## src/source/elink_defines.svh

```systemverilog
// Shared e-link receiver constants, included by the RTL and the testbench wherever sizes, addresses or comma codes are needed
`ifndef ELINK_DEFINES_SVH
`define ELINK_DEFINES_SVH

// Receive FIFO size in stored words
`define ELINK_FIFO_DEPTH 16

// APB register map, byte addresses
`define ELINK_ADDR_DATA   4'h0  // Read pops one word
`define ELINK_ADDR_STATUS 4'h4  // Level, lock, counters
`define ELINK_ADDR_CTRL   4'h8  // Enable and counter clear

// K28.5 comma, bit a in bit 9, bit j in bit 0
`define ELINK_K28_5_NEG 10'b0011111010  // RD- form
`define ELINK_K28_5_POS 10'b1100000101  // RD+ form

// Decoded values of the frame delimiters
`define ELINK_K28_1 8'h3C  // Start of frame
`define ELINK_K28_6 8'hDC  // End of frame

`endif

```

## src/source/elink_pkg.sv

```systemverilog
// Types shared by the e-link receiver stages and the testbench, referenced as elink_pkg::name
package elink_pkg;

  // Kind of a stored word, sits in DATA bits 9:8
  typedef enum logic [1:0] {
    kind_data = 2'd0,  // Plain data byte
    kind_sop  = 2'd1,  // K28.1 seen
    kind_eop  = 2'd2,  // K28.6 seen
    kind_err  = 2'd3   // Code or disparity error
  } sym_kind_e;

  // FIFO payload, also the low 10 bits of DATA
  typedef struct packed {
    sym_kind_e  kind;
    logic [7:0] data;  // Byte as HGFEDCBA
  } rx_word_t;

endpackage

```

## src/source/elink_deserializer.sv

```systemverilog
// Deserializer for the 2-bit e-link, finds K28.5 alignment and hands aligned 10-bit symbols to the decoder
`timescale 1ns/1ps
`include "elink_defines.svh"

module elink_deserializer (
  input  logic       bitCLK,
  input  logic       rst,
  input  logic [1:0] elink_2bit,  // Bit 1 arrives first
  output logic [9:0] sym_10b,     // Bit a in bit 9
  output logic       sym_valid,
  output logic       locked
);

  logic [8:0]  hist;         // Previously received bits, newest in bit 0
  logic [10:0] window;       // History plus this cycle's pair
  logic [2:0]  cnt;          // Cycles since last emitted symbol
  logic        bit_off;      // 0 when symbols end on elink_2bit[0]
  logic        hit0;
  logic        hit1;
  logic        hit_cur;
  logic        aligned_end;
  logic        realign;
  logic        sel_off;

  assign window = {hist, elink_2bit};

  // Comma ending on the later bit of the pair
  assign hit0 = (window[9:0] == `ELINK_K28_5_NEG) ||
                (window[9:0] == `ELINK_K28_5_POS);
  // Comma ending on the earlier bit of the pair
  assign hit1 = (window[10:1] == `ELINK_K28_5_NEG) ||
                (window[10:1] == `ELINK_K28_5_POS);

  assign hit_cur     = bit_off ? hit1 : hit0;
  assign aligned_end = locked && (cnt == 3'd4);  // Fifth cycle of a symbol

  // Any comma off the current grid moves the grid
  assign realign = (hit0 || hit1) && !(aligned_end && hit_cur);
  assign sel_off = realign ? !hit0 : bit_off;  // Offset 0 wins a tie

  always_ff @(posedge bitCLK) begin
    if (rst) begin
      hist      <= '0;
      locked    <= 1'b0;
      bit_off   <= 1'b0;
      cnt       <= 3'd0;
      sym_valid <= 1'b0;
    end else begin
      hist      <= window[8:0];
      sym_valid <= realign || aligned_end;
      if (realign) begin
        locked  <= 1'b1;
        bit_off <= !hit0;
        cnt     <= 3'd0;  // Comma itself is the first symbol
      end else if (locked) begin
        cnt <= aligned_end ? 3'd0 : cnt + 3'd1;
      end
    end
  end

  // Symbol register, qualified by sym_valid
  always_ff @(posedge bitCLK) begin
    sym_10b <= sel_off ? window[10:1] : window[9:0];
  end

  // Symbols only leave an aligned receiver
  a_valid_needs_lock: assert property (
    @(posedge bitCLK) disable iff (rst) sym_valid |-> locked
  ) else $error("sym_valid without lock");

endmodule

```

## src/source/dec_8b10b.sv

```systemverilog
// 8b10b symbol decoder with running disparity and code-error checking, one registered stage between aligner and FIFO
`timescale 1ns/1ps

module dec_8b10b (
  input  logic       bitCLK,
  input  logic       rst,
  input  logic [9:0] sym_10b,    // abcdeifghj, a in bit 9
  input  logic       sym_valid,
  output logic [7:0] dec_data,   // HGFEDCBA
  output logic       dec_k,
  output logic       dec_err,
  output logic       dec_valid
);

  logic [5:0] s6;        // abcdei
  logic [3:0] s4;        // fghj
  logic [3:0] s4_eff;    // fghj, inverted after the K28 RD+ prefix
  logic [5:0] r6;        // {ok, EDCBA}
  logic [3:0] r4;        // {ok, HGF}
  logic [2:0] p6;
  logic [2:0] p4;
  logic       rd;        // Running disparity, 1 is positive
  logic       rd_mid;
  logic       rd_out;
  logic       is_k28;
  logic       is_kx7;
  logic       disp_err;

  function automatic logic [2:0] ones(input logic [5:0] v);
    logic [2:0] n;
    n = 3'd0;
    for (int i = 0; i < 6; i++) begin
      n = n + {2'b00, v[i]};
    end
    return n;
  endfunction

  // 6b to 5b, both polarities
  function automatic logic [5:0] dec6(input logic [5:0] c);
    logic [5:0] r;
    case (c)
      6'b100111, 6'b011000: r = {1'b1, 5'd0};
      6'b011101, 6'b100010: r = {1'b1, 5'd1};
      6'b101101, 6'b010010: r = {1'b1, 5'd2};
      6'b110001:            r = {1'b1, 5'd3};
      6'b110101, 6'b001010: r = {1'b1, 5'd4};
      6'b101001:            r = {1'b1, 5'd5};
      6'b011001:            r = {1'b1, 5'd6};
      6'b111000, 6'b000111: r = {1'b1, 5'd7};
      6'b111001, 6'b000110: r = {1'b1, 5'd8};
      6'b100101:            r = {1'b1, 5'd9};
      6'b010101:            r = {1'b1, 5'd10};
      6'b110100:            r = {1'b1, 5'd11};
      6'b001101:            r = {1'b1, 5'd12};
      6'b101100:            r = {1'b1, 5'd13};
      6'b011100:            r = {1'b1, 5'd14};
      6'b010111, 6'b101000: r = {1'b1, 5'd15};
      6'b011011, 6'b100100: r = {1'b1, 5'd16};
      6'b100011:            r = {1'b1, 5'd17};
      6'b010011:            r = {1'b1, 5'd18};
      6'b110010:            r = {1'b1, 5'd19};
      6'b001011:            r = {1'b1, 5'd20};
      6'b101010:            r = {1'b1, 5'd21};
      6'b011010:            r = {1'b1, 5'd22};
      6'b111010, 6'b000101: r = {1'b1, 5'd23};
      6'b110011, 6'b001100: r = {1'b1, 5'd24};
      6'b100110:            r = {1'b1, 5'd25};
      6'b010110:            r = {1'b1, 5'd26};
      6'b110110, 6'b001001: r = {1'b1, 5'd27};
      6'b001110:            r = {1'b1, 5'd28};
      6'b001111, 6'b110000: r = {1'b1, 5'd28};  // K28 only
      6'b101110, 6'b010001: r = {1'b1, 5'd29};
      6'b011110, 6'b100001: r = {1'b1, 5'd30};
      6'b101011, 6'b010100: r = {1'b1, 5'd31};
      default:              r = {1'b0, 5'd0};   // Not a code
    endcase
    return r;
  endfunction

  // 4b to 3b, primary and alternate 7
  function automatic logic [3:0] dec4(input logic [3:0] c);
    logic [3:0] r;
    case (c)
      4'b1011, 4'b0100: r = {1'b1, 3'd0};
      4'b1001:          r = {1'b1, 3'd1};
      4'b0101:          r = {1'b1, 3'd2};
      4'b1100, 4'b0011: r = {1'b1, 3'd3};
      4'b1101, 4'b0010: r = {1'b1, 3'd4};
      4'b1010:          r = {1'b1, 3'd5};
      4'b0110:          r = {1'b1, 3'd6};
      4'b1110, 4'b0001: r = {1'b1, 3'd7};
      4'b0111, 4'b1000: r = {1'b1, 3'd7};
      default:          r = {1'b0, 3'd0};  // 0000 and 1111
    endcase
    return r;
  endfunction

  assign s6     = sym_10b[9:4];
  assign s4     = sym_10b[3:0];
  assign is_k28 = (s6 == 6'b001111) || (s6 == 6'b110000);
  assign s4_eff = (s6 == 6'b110000) ? ~s4 : s4;
  assign r6     = dec6(s6);
  assign r4     = dec4(s4_eff);
  assign p6     = ones(s6);
  assign p4     = ones({2'b00, s4});

  // K23.7, K27.7, K29.7, K30.7 use the alternate 7
  assign is_kx7 = ((s4 == 4'b0111) || (s4 == 4'b1000)) &&
                  (s6 inside {6'b111010, 6'b000101, 6'b110110, 6'b001001,
                              6'b101110, 6'b010001, 6'b011110, 6'b100001});

  always_comb begin
    // Unbalanced sub-blocks set disparity, so an error resyncs it too
    rd_mid   = (p6 > 3'd3) ? 1'b1 : ((p6 < 3'd3) ? 1'b0 : rd);
    rd_out   = (p4 > 3'd2) ? 1'b1 : ((p4 < 3'd2) ? 1'b0 : rd_mid);
    disp_err = 1'b0;
    if ((p6 > 3'd3 && rd) || (p6 < 3'd3 && !rd)) begin
      disp_err = 1'b1;
    end
    if ((s6 == 6'b111000 && rd) || (s6 == 6'b000111 && !rd)) begin
      disp_err = 1'b1;  // D.7 form picked by disparity
    end
    if ((p4 > 3'd2 && rd_mid) || (p4 < 3'd2 && !rd_mid)) begin
      disp_err = 1'b1;
    end
    if ((s4 == 4'b1100 && rd_mid) || (s4 == 4'b0011 && !rd_mid)) begin
      disp_err = 1'b1;  // Same rule for x.3
    end
  end

  always_ff @(posedge bitCLK) begin
    if (rst) begin
      dec_valid <= 1'b0;
      rd        <= 1'b0;  // Starts negative
    end else begin
      dec_valid <= sym_valid;
      if (sym_valid) begin
        rd <= rd_out;
      end
    end
  end

  always_ff @(posedge bitCLK) begin
    if (sym_valid) begin
      dec_data <= {r4[2:0], r6[4:0]};
      dec_k    <= is_k28 || is_kx7;
      dec_err  <= !r6[5] || !r4[3] || disp_err;
    end
  end

  a_one_cycle_latency: assert property (
    @(posedge bitCLK) disable iff (rst) dec_valid == $past(sym_valid)
  ) else $error("dec_valid does not follow sym_valid by one cycle");

endmodule

```

## src/source/elink_rx_fifo.sv

```systemverilog
// Receive FIFO stage, classifies decoded symbols, drops idles and keeps error and overflow counts for the APB block
`timescale 1ns/1ps
`include "elink_defines.svh"

module elink_rx_fifo (
  input  logic                bitCLK,
  input  logic                rst,
  input  logic                enable,
  input  logic                clear,          // Zeroes both counters
  input  logic [7:0]          dec_data,
  input  logic                dec_k,
  input  logic                dec_err,
  input  logic                dec_valid,
  input  logic                pop,            // Empty check done upstream
  output elink_pkg::rx_word_t rd_word,        // Show-ahead head word
  output logic [4:0]          level,
  output logic [7:0]          overflow_count,
  output logic [7:0]          error_count
);

  localparam int         addr_w     = $clog2(`ELINK_FIFO_DEPTH);
  localparam logic [4:0] full_level = 5'(`ELINK_FIFO_DEPTH);

  elink_pkg::rx_word_t mem [`ELINK_FIFO_DEPTH];
  elink_pkg::rx_word_t wr_word;
  logic [addr_w-1:0]   wr_ptr;
  logic [addr_w-1:0]   rd_ptr;
  logic                is_idle;
  logic                full;
  logic                wr_req;
  logic                wr_en;

  // Symbol kind, errors take priority
  always_comb begin
    wr_word.data = dec_data;
    wr_word.kind = elink_pkg::kind_data;
    is_idle      = 1'b0;
    if (dec_err) begin
      wr_word.kind = elink_pkg::kind_err;
    end else if (dec_k) begin
      if (dec_data == `ELINK_K28_1) begin
        wr_word.kind = elink_pkg::kind_sop;
      end else if (dec_data == `ELINK_K28_6) begin
        wr_word.kind = elink_pkg::kind_eop;
      end else begin
        is_idle = 1'b1;  // Commas and other K codes
      end
    end
  end

  assign full    = (level == full_level);
  assign wr_req  = dec_valid && enable && !is_idle;
  assign wr_en   = wr_req && !full;     // Link cannot be stalled
  assign rd_word = mem[rd_ptr];

  always_ff @(posedge bitCLK) begin
    if (wr_en) begin
      mem[wr_ptr] <= wr_word;
    end
  end

  always_ff @(posedge bitCLK) begin
    if (rst) begin
      wr_ptr <= '0;
      rd_ptr <= '0;
      level  <= 5'd0;
    end else begin
      if (wr_en) begin
        wr_ptr <= wr_ptr + 1'b1;  // Depth is a power of two
      end
      if (pop) begin
        rd_ptr <= rd_ptr + 1'b1;
      end
      case ({wr_en, pop})
        2'b10:   level <= level + 5'd1;
        2'b01:   level <= level - 5'd1;
        default: level <= level;
      endcase
    end
  end

  // Saturating counters
  always_ff @(posedge bitCLK) begin
    if (rst || clear) begin
      overflow_count <= 8'd0;
      error_count    <= 8'd0;
    end else begin
      if (wr_req && full && overflow_count != 8'hFF) begin
        overflow_count <= overflow_count + 8'd1;
      end
      if (dec_valid && dec_err && error_count != 8'hFF) begin
        error_count <= error_count + 8'd1;  // Counted even when disabled
      end
    end
  end

  // APB side must never pop an empty FIFO
  a_no_empty_pop: assert property (
    @(posedge bitCLK) disable iff (rst) pop |-> (level != 5'd0)
  ) else $error("pop while FIFO empty");

  a_no_write_past_full: assert property (
    @(posedge bitCLK) disable iff (rst) level <= full_level
  ) else $error("FIFO level above depth");

endmodule

```

## src/source/elink_apb_regs.sv

```systemverilog
// APB slave of the e-link receiver, gives the host FIFO pops, status, control and the error counters
`timescale 1ns/1ps
`include "elink_defines.svh"

module elink_apb_regs (
  input  logic                bitCLK,
  input  logic                rst,
  input  logic                psel,
  input  logic                penable,
  input  logic                pwrite,
  input  logic [3:0]          paddr,
  input  logic [31:0]         pwdata,
  output logic [31:0]         prdata,
  output logic                pready,
  output logic                pslverr,
  input  elink_pkg::rx_word_t rd_word,
  input  logic [4:0]          level,
  input  logic                locked,
  input  logic [7:0]          overflow_count,
  input  logic [7:0]          error_count,
  output logic                pop,
  output logic                enable,
  output logic                clear
);

  logic access;      // Access phase, transfer completes here
  logic sel_data;
  logic sel_status;
  logic sel_ctrl;
  logic not_empty;
  logic ctrl_write;

  assign access     = psel && penable;
  assign sel_data   = (paddr == `ELINK_ADDR_DATA);
  assign sel_status = (paddr == `ELINK_ADDR_STATUS);
  assign sel_ctrl   = (paddr == `ELINK_ADDR_CTRL);
  assign not_empty  = (level != 5'd0);
  assign ctrl_write = access && pwrite && sel_ctrl;

  assign pready  = 1'b1;  // No wait states
  assign pslverr = access && !(sel_data || sel_status || sel_ctrl);

  // Only place where the empty test is made
  assign pop   = access && !pwrite && sel_data && not_empty;
  assign clear = ctrl_write && pwdata[1];  // Self-clearing bit

  always_ff @(posedge bitCLK) begin
    if (rst) begin
      enable <= 1'b0;
    end else if (ctrl_write) begin
      enable <= pwdata[0];
    end
  end

  // Read mux
  always_comb begin
    prdata = 32'd0;
    if (sel_data) begin
      if (not_empty) begin
        prdata = {1'b1, 21'd0, rd_word};  // Valid, kind, byte
      end
    end else if (sel_status) begin
      prdata = {overflow_count, error_count, 7'd0, locked, 3'd0, level};
    end else if (sel_ctrl) begin
      prdata = {31'd0, enable};
    end
  end

  a_penable_with_psel: assert property (
    @(posedge bitCLK) disable iff (rst) penable |-> psel
  ) else $error("penable without psel");

endmodule

```

## src/source/elink_rx_top.sv

```systemverilog
// Top of the e-link receiver, links the line input through aligner, decoder and FIFO to the APB slave
`timescale 1ns/1ps

module elink_rx_top (
  input  logic        bitCLK,
  input  logic        rst,
  input  logic [1:0]  elink_2bit,
  input  logic        psel,
  input  logic        penable,
  input  logic        pwrite,
  input  logic [3:0]  paddr,
  input  logic [31:0] pwdata,
  output logic [31:0] prdata,
  output logic        pready,
  output logic        pslverr
);

  logic [9:0]          sym_10b;
  logic                sym_valid;
  logic                locked;
  logic [7:0]          dec_data;
  logic                dec_k;
  logic                dec_err;
  logic                dec_valid;
  elink_pkg::rx_word_t rd_word;
  logic [4:0]          level;
  logic [7:0]          overflow_count;
  logic [7:0]          error_count;
  logic                pop;
  logic                enable;
  logic                clear;

  // Bit alignment on K28.5
  elink_deserializer u_deser (
    .bitCLK     (bitCLK),
    .rst        (rst),
    .elink_2bit (elink_2bit),
    .sym_10b    (sym_10b),
    .sym_valid  (sym_valid),
    .locked     (locked)
  );

  dec_8b10b u_dec (
    .bitCLK    (bitCLK),
    .rst       (rst),
    .sym_10b   (sym_10b),
    .sym_valid (sym_valid),
    .dec_data  (dec_data),
    .dec_k     (dec_k),
    .dec_err   (dec_err),
    .dec_valid (dec_valid)
  );

  elink_rx_fifo u_fifo (
    .bitCLK         (bitCLK),
    .rst            (rst),
    .enable         (enable),
    .clear          (clear),
    .dec_data       (dec_data),
    .dec_k          (dec_k),
    .dec_err        (dec_err),
    .dec_valid      (dec_valid),
    .pop            (pop),
    .rd_word        (rd_word),
    .level          (level),
    .overflow_count (overflow_count),
    .error_count    (error_count)
  );

  // Host side
  elink_apb_regs u_regs (
    .bitCLK         (bitCLK),
    .rst            (rst),
    .psel           (psel),
    .penable        (penable),
    .pwrite         (pwrite),
    .paddr          (paddr),
    .pwdata         (pwdata),
    .prdata         (prdata),
    .pready         (pready),
    .pslverr        (pslverr),
    .rd_word        (rd_word),
    .level          (level),
    .locked         (locked),
    .overflow_count (overflow_count),
    .error_count    (error_count),
    .pop            (pop),
    .enable         (enable),
    .clear          (clear)
  );

endmodule

```

## config.mk

```make
export PLATFORM = sky130hd
export DESIGN_NAME = elink_rx_top
export DESIGN_NICKNAME = d
export VERILOG_FILES = /design/src/source/elink_pkg.sv /design/src/source/elink_deserializer.sv /design/src/source/dec_8b10b.sv /design/src/source/elink_rx_fifo.sv /design/src/source/elink_apb_regs.sv /design/src/source/elink_rx_top.sv
export VERILOG_INCLUDE_DIRS = /design/src /design/src/source
export SDC_FILE = /design/constraint.sdc
export NUM_CORES = 1
export LEC_CHECK = 0
export BUFFER_PORTS_ARGS = -buffer_cell sky130_fd_sc_hd__buf_2
export CAP_MARGIN = 10
export CORE_ASPECT_RATIO = 1.75
export CORE_MARGIN = 5
export CORE_UTILIZATION = 60
export DETAILED_ROUTE_END_ITERATION = 7
export PLACE_DENSITY = 0.79
export SYNTH_ARGS = -nofsm -noshare
export SYNTH_HDL_FRONTEND = slang
export SYNTH_HIERARCHICAL = 1
export SYNTH_SLANG_ARGS = --single-unit
```

## constraint.sdc

```tcl
create_clock -name bitCLK -period 3.9 [get_ports bitCLK]
set_input_delay 0.78 -clock bitCLK [delete_from_list [all_inputs] [get_ports bitCLK]]
set_output_delay 0.78 -clock bitCLK [all_outputs]
set_load 0.03 [all_outputs]
```

==> flow_metrics.env <==
export IMPL_holdCritStartpoint="u_fifo/error_count[6]$_SDFFE_PP0P_"
export IMPL_required_ns=3.12
export IMPL_final_min_clock_period_ns=3.767
export IMPL_clkSinkCount=231
export IMPL_synth_area_leaders="edfxtp_1 46%, dfxtp_1 11%, mux4_1 6.9%"
export IMPL_ys_types=99
export IMPL_drive_above_1_share_pct=18.62
export IMPL_power_internal_mw=3.713
export IMPL_hp_class="register to register"
export IMPL_synth_area_mux_share_pct=12.20
export IMPL_cts_resized=0
export IMPL_grt_setup_unrepaired="false"
export IMPL_synth_simple_area_share_pct=12.73
export IMPL_clk_pin_slew_worst_paths_ns=0.06
export IMPL_via_per_inst=6.467
export IMPL_grt_antenna_before_repair=0
export IMPL_dp_hpwl_um=16650
export IMPL_synth_top_area_share_pct=45.97
export IMPL_grt_pass1_wl_um=38400
export IMPL_worstSetupStartpointType="register"
export IMPL_rows=66
export IMPL_port_buffers=39
export IMPL_drt_pass1_iter_count=5
export IMPL_cts_hold_buf=0
export IMPL_die_w_um=112.8
export IMPL_synth_async_sr_flop_share_pct=0
export IMPL_gp_congestion=0.8848
export IMPL_synth_fa_ha_area_share_pct=3.606
export IMPL_yosysWarnings=6
export IMPL_r2r_start="u_dec/dec_data[5]$_DFFE_PP_"
export IMPL_leakage_nw=4.259
export IMPL_hold_viol_final=0
export IMPL_slew_headroom_pct=36.24
export IMPL_vdd_drop_max_uv=308.4
export IMPL_cts_tree="done"
export IMPL_post_synth_top_count_cell="edfxtp_1"
export IMPL_worstMarginPinSlew_ns=0.9551
export IMPL_yosysTopAreaCell="edfxtp_1"
export IMPL_track_usage_pct=22.61
export IMPL_arrival_ns=2.99
export IMPL_grt_pass1_vias=7163
export IMPL_clock_skew_ns=0.008965
export IMPL_synth_seq_cells=231
export IMPL_switching_share_pct=20.48
export IMPL_syn_instance_count=797
export IMPL_tns_ns=0
export IMPL_finalSetupViolCount=0
export IMPL_num_antenna_cells=0
export IMPL_drtIter0Drc=594
export IMPL_syn_area_um2=11100
export IMPL_layout_nets=911
export IMPL_dieArea_um2=21430
export IMPL_clockPowerShare_pct=41.0
export IMPL_synth_edf_count=170
export IMPL_powerDensity_nw_per_um2=385.6
export IMPL_grt_max_degree=43
export IMPL_postRouteAntennaNets=0
export IMPL_final_max_slew_viol_count=0
export IMPL_worst_setup_path_end_kind="output port"
export IMPL_start_util_pct=60.30
export IMPL_core_area_um2=18420
export IMPL_p_sw_uw=956.3
export IMPL_cap_violations=0
export IMPL_post_cts_buffers=0
export IMPL_ios=77
export IMPL_numCtsBuffers=21
export IMPL_clock_path_buffers=3
export IMPL_synthTopCellsByCount="170 x edfxtp_1, 61 x dfxtp_1, 50 x nor2_1, 33 x nand3_1"
export IMPL_synth_xor_area_share_pct=1.183
export IMPL_r2r_setup_slack_ns=0.55
export IMPL_placement_cell_area_um2=11480
export IMPL_ys_flop_type="edfxtp_1"
export IMPL_crit_fanout=12
export IMPL_fin_area_um2=12110
export IMPL_clk_latency_ns=0.49
export IMPL_num_vias=7062
export IMPL_ys_seq_area_share_pct=56.97
export IMPL_drc_errors=0
export IMPL_synth_compound_area_share_pct=9.003
export IMPL_routed_wirelength_um=24200
export IMPL_htreeDepth=1
export IMPL_status="complete, no violations"
export IMPL_synth_avg_cell_area_um2=13.93
export IMPL_combPwrFrac_pct=2.8
export IMPL_grt_overflow_total=0
export IMPL_die_h_um=190.0
export IMPL_crit_type="register to output port"
export IMPL_area_delta_synth_final_pct=9.048
export IMPL_wl_per_cell_um=22.16
export IMPL_period_share_pct=96.60
export IMPL_power_share_sequential_pct=56.2
export IMPL_fmax_ghz=0.2654
export IMPL_finish_utilization_pct=65.76
export IMPL_root_buffer="clkbuf_16"
export IMPL_synth_top_family_by_area="simple AND/OR/NAND/NOR gates"
worst max-delay path: stages, from the launching register on:
cell and delay [ns]:
dfxtp_2 0.61, buf_4 0.30, mux4_1 0.62, mux4_2 0.55
a22o_1 0.23, buf_2 0.18
layout by cell type, fill, tap and decap left out, types with 5 or more instances in the layout:
cell type  netlist  final
o211ai_2         7      7
nor2b_1         14     14
o21ai_0         23     23
buf_2            6     39
mux4_2          22     22
ha_1            24     24
a21oi_1         30     30
nand2b_1         7      7
dfxtp_1         61     60
clkinv_1         0      6
xor2_1          10     10
conb_1           2      7
nor3_1          13     13
nand2_1         29     29
edfxtp_1       170    170
inv_1           30     30
nor2_1          50     50
nand4_1         15     15
xnor2_1          5      5
nand3_1         33     33
or3_1            6      6
mux4_1          29     29
and2_1           6      6
a22o_1           7      7
clkbuf_16        0     21
and3_1          26     26
nor3b_1          5      5
mux2i_1          6      6
a31oi_1          8      8
buf_4           12     26
final cells by class:
class	count	area, µm²
clock buffers	24	536.8
flip-flops and latches	231	6327
fillers	1249	6306
clock inverters	13	93.84
well taps	238	297.8
repair buffers	66	410.4
inverters	31	116.4
multi-input cells	489	4327
routing by layer:
layer	global-route usage (%)	vias to the layer above	part of all wire, %
met4	6.016	0	2.6
met3	2.451	54	4.3
met5	0	-	0
met1	24.97	3551	35
met2	44.95	260	58
li1	-	3197	-
power groups by stage:
stage | registers (mW) | clock network, mW | logic (mW)
after detailed placement | 2.68 | 0 | 0.126
after CTS | 2.62 | 1.94 | 0.127
final | 2.62 | 1.91 | 0.132
after global placement | 2.68 | 0 | 0.118
after global routing | 2.62 | 2.06 | 0.144
after floorplan | 2.67 | 0 | 0.104
logic make-up after synthesis:
| group | after synthesis |
|---|---|
| AO/OA/AOI/OAI | 135 |
| XOR/XNOR | 15 |
| adder cells (fa/ha/maj) | 30 |
| buffers and inverters | 82 |
| flip-flops | 231 |
| multiplexers | 60 |
| other | 2 |
| AND/OR/NAND/NOR | 242 |
path summary, 6_finish.rpt:
path,cells after the start,to
setup / recovery,5,prdata[1]
hold / removal,2,u_fifo/error_count[6]$_SDFFE_PP0P_
setup reg to reg,12,u_fifo/level[4]$_SDFFE_PP0P_
hold reg to reg,2,u_fifo/error_count[6]$_SDFFE_PP0P_
per-stage QoR:
stage          instances  setup WS (ns)  hold WS, ns  power, mW
4_1_cts             1092         0.1120       0.5072      4.691
2_1_floorplan        802         0.5295       0.4599      2.775
6_report            1092         0.1325       0.5204      4.669
3_3_place_gp        1055         0.6762       0.4765      2.795
3_5_place_dp        1055         0.5548       0.4964      2.804
5_1_grt             1092        0.06818       0.5522      4.826
state kept, by name, indices dropped and copies added, names as in the netlist, 3 cells and up, named ones only:
signal                 cells
u_deser/hist               9
u_fifo/overflow_count      8
u_fifo/wr_ptr              4
u_fifo/mem               160
u_fifo/rd_ptr              4
u_fifo/level               5
u_dec/dec_data             8
u_fifo/error_count         8
u_deser/cnt                3
u_deser/sym_10b           10
Power figures use the tool's default switching activity.
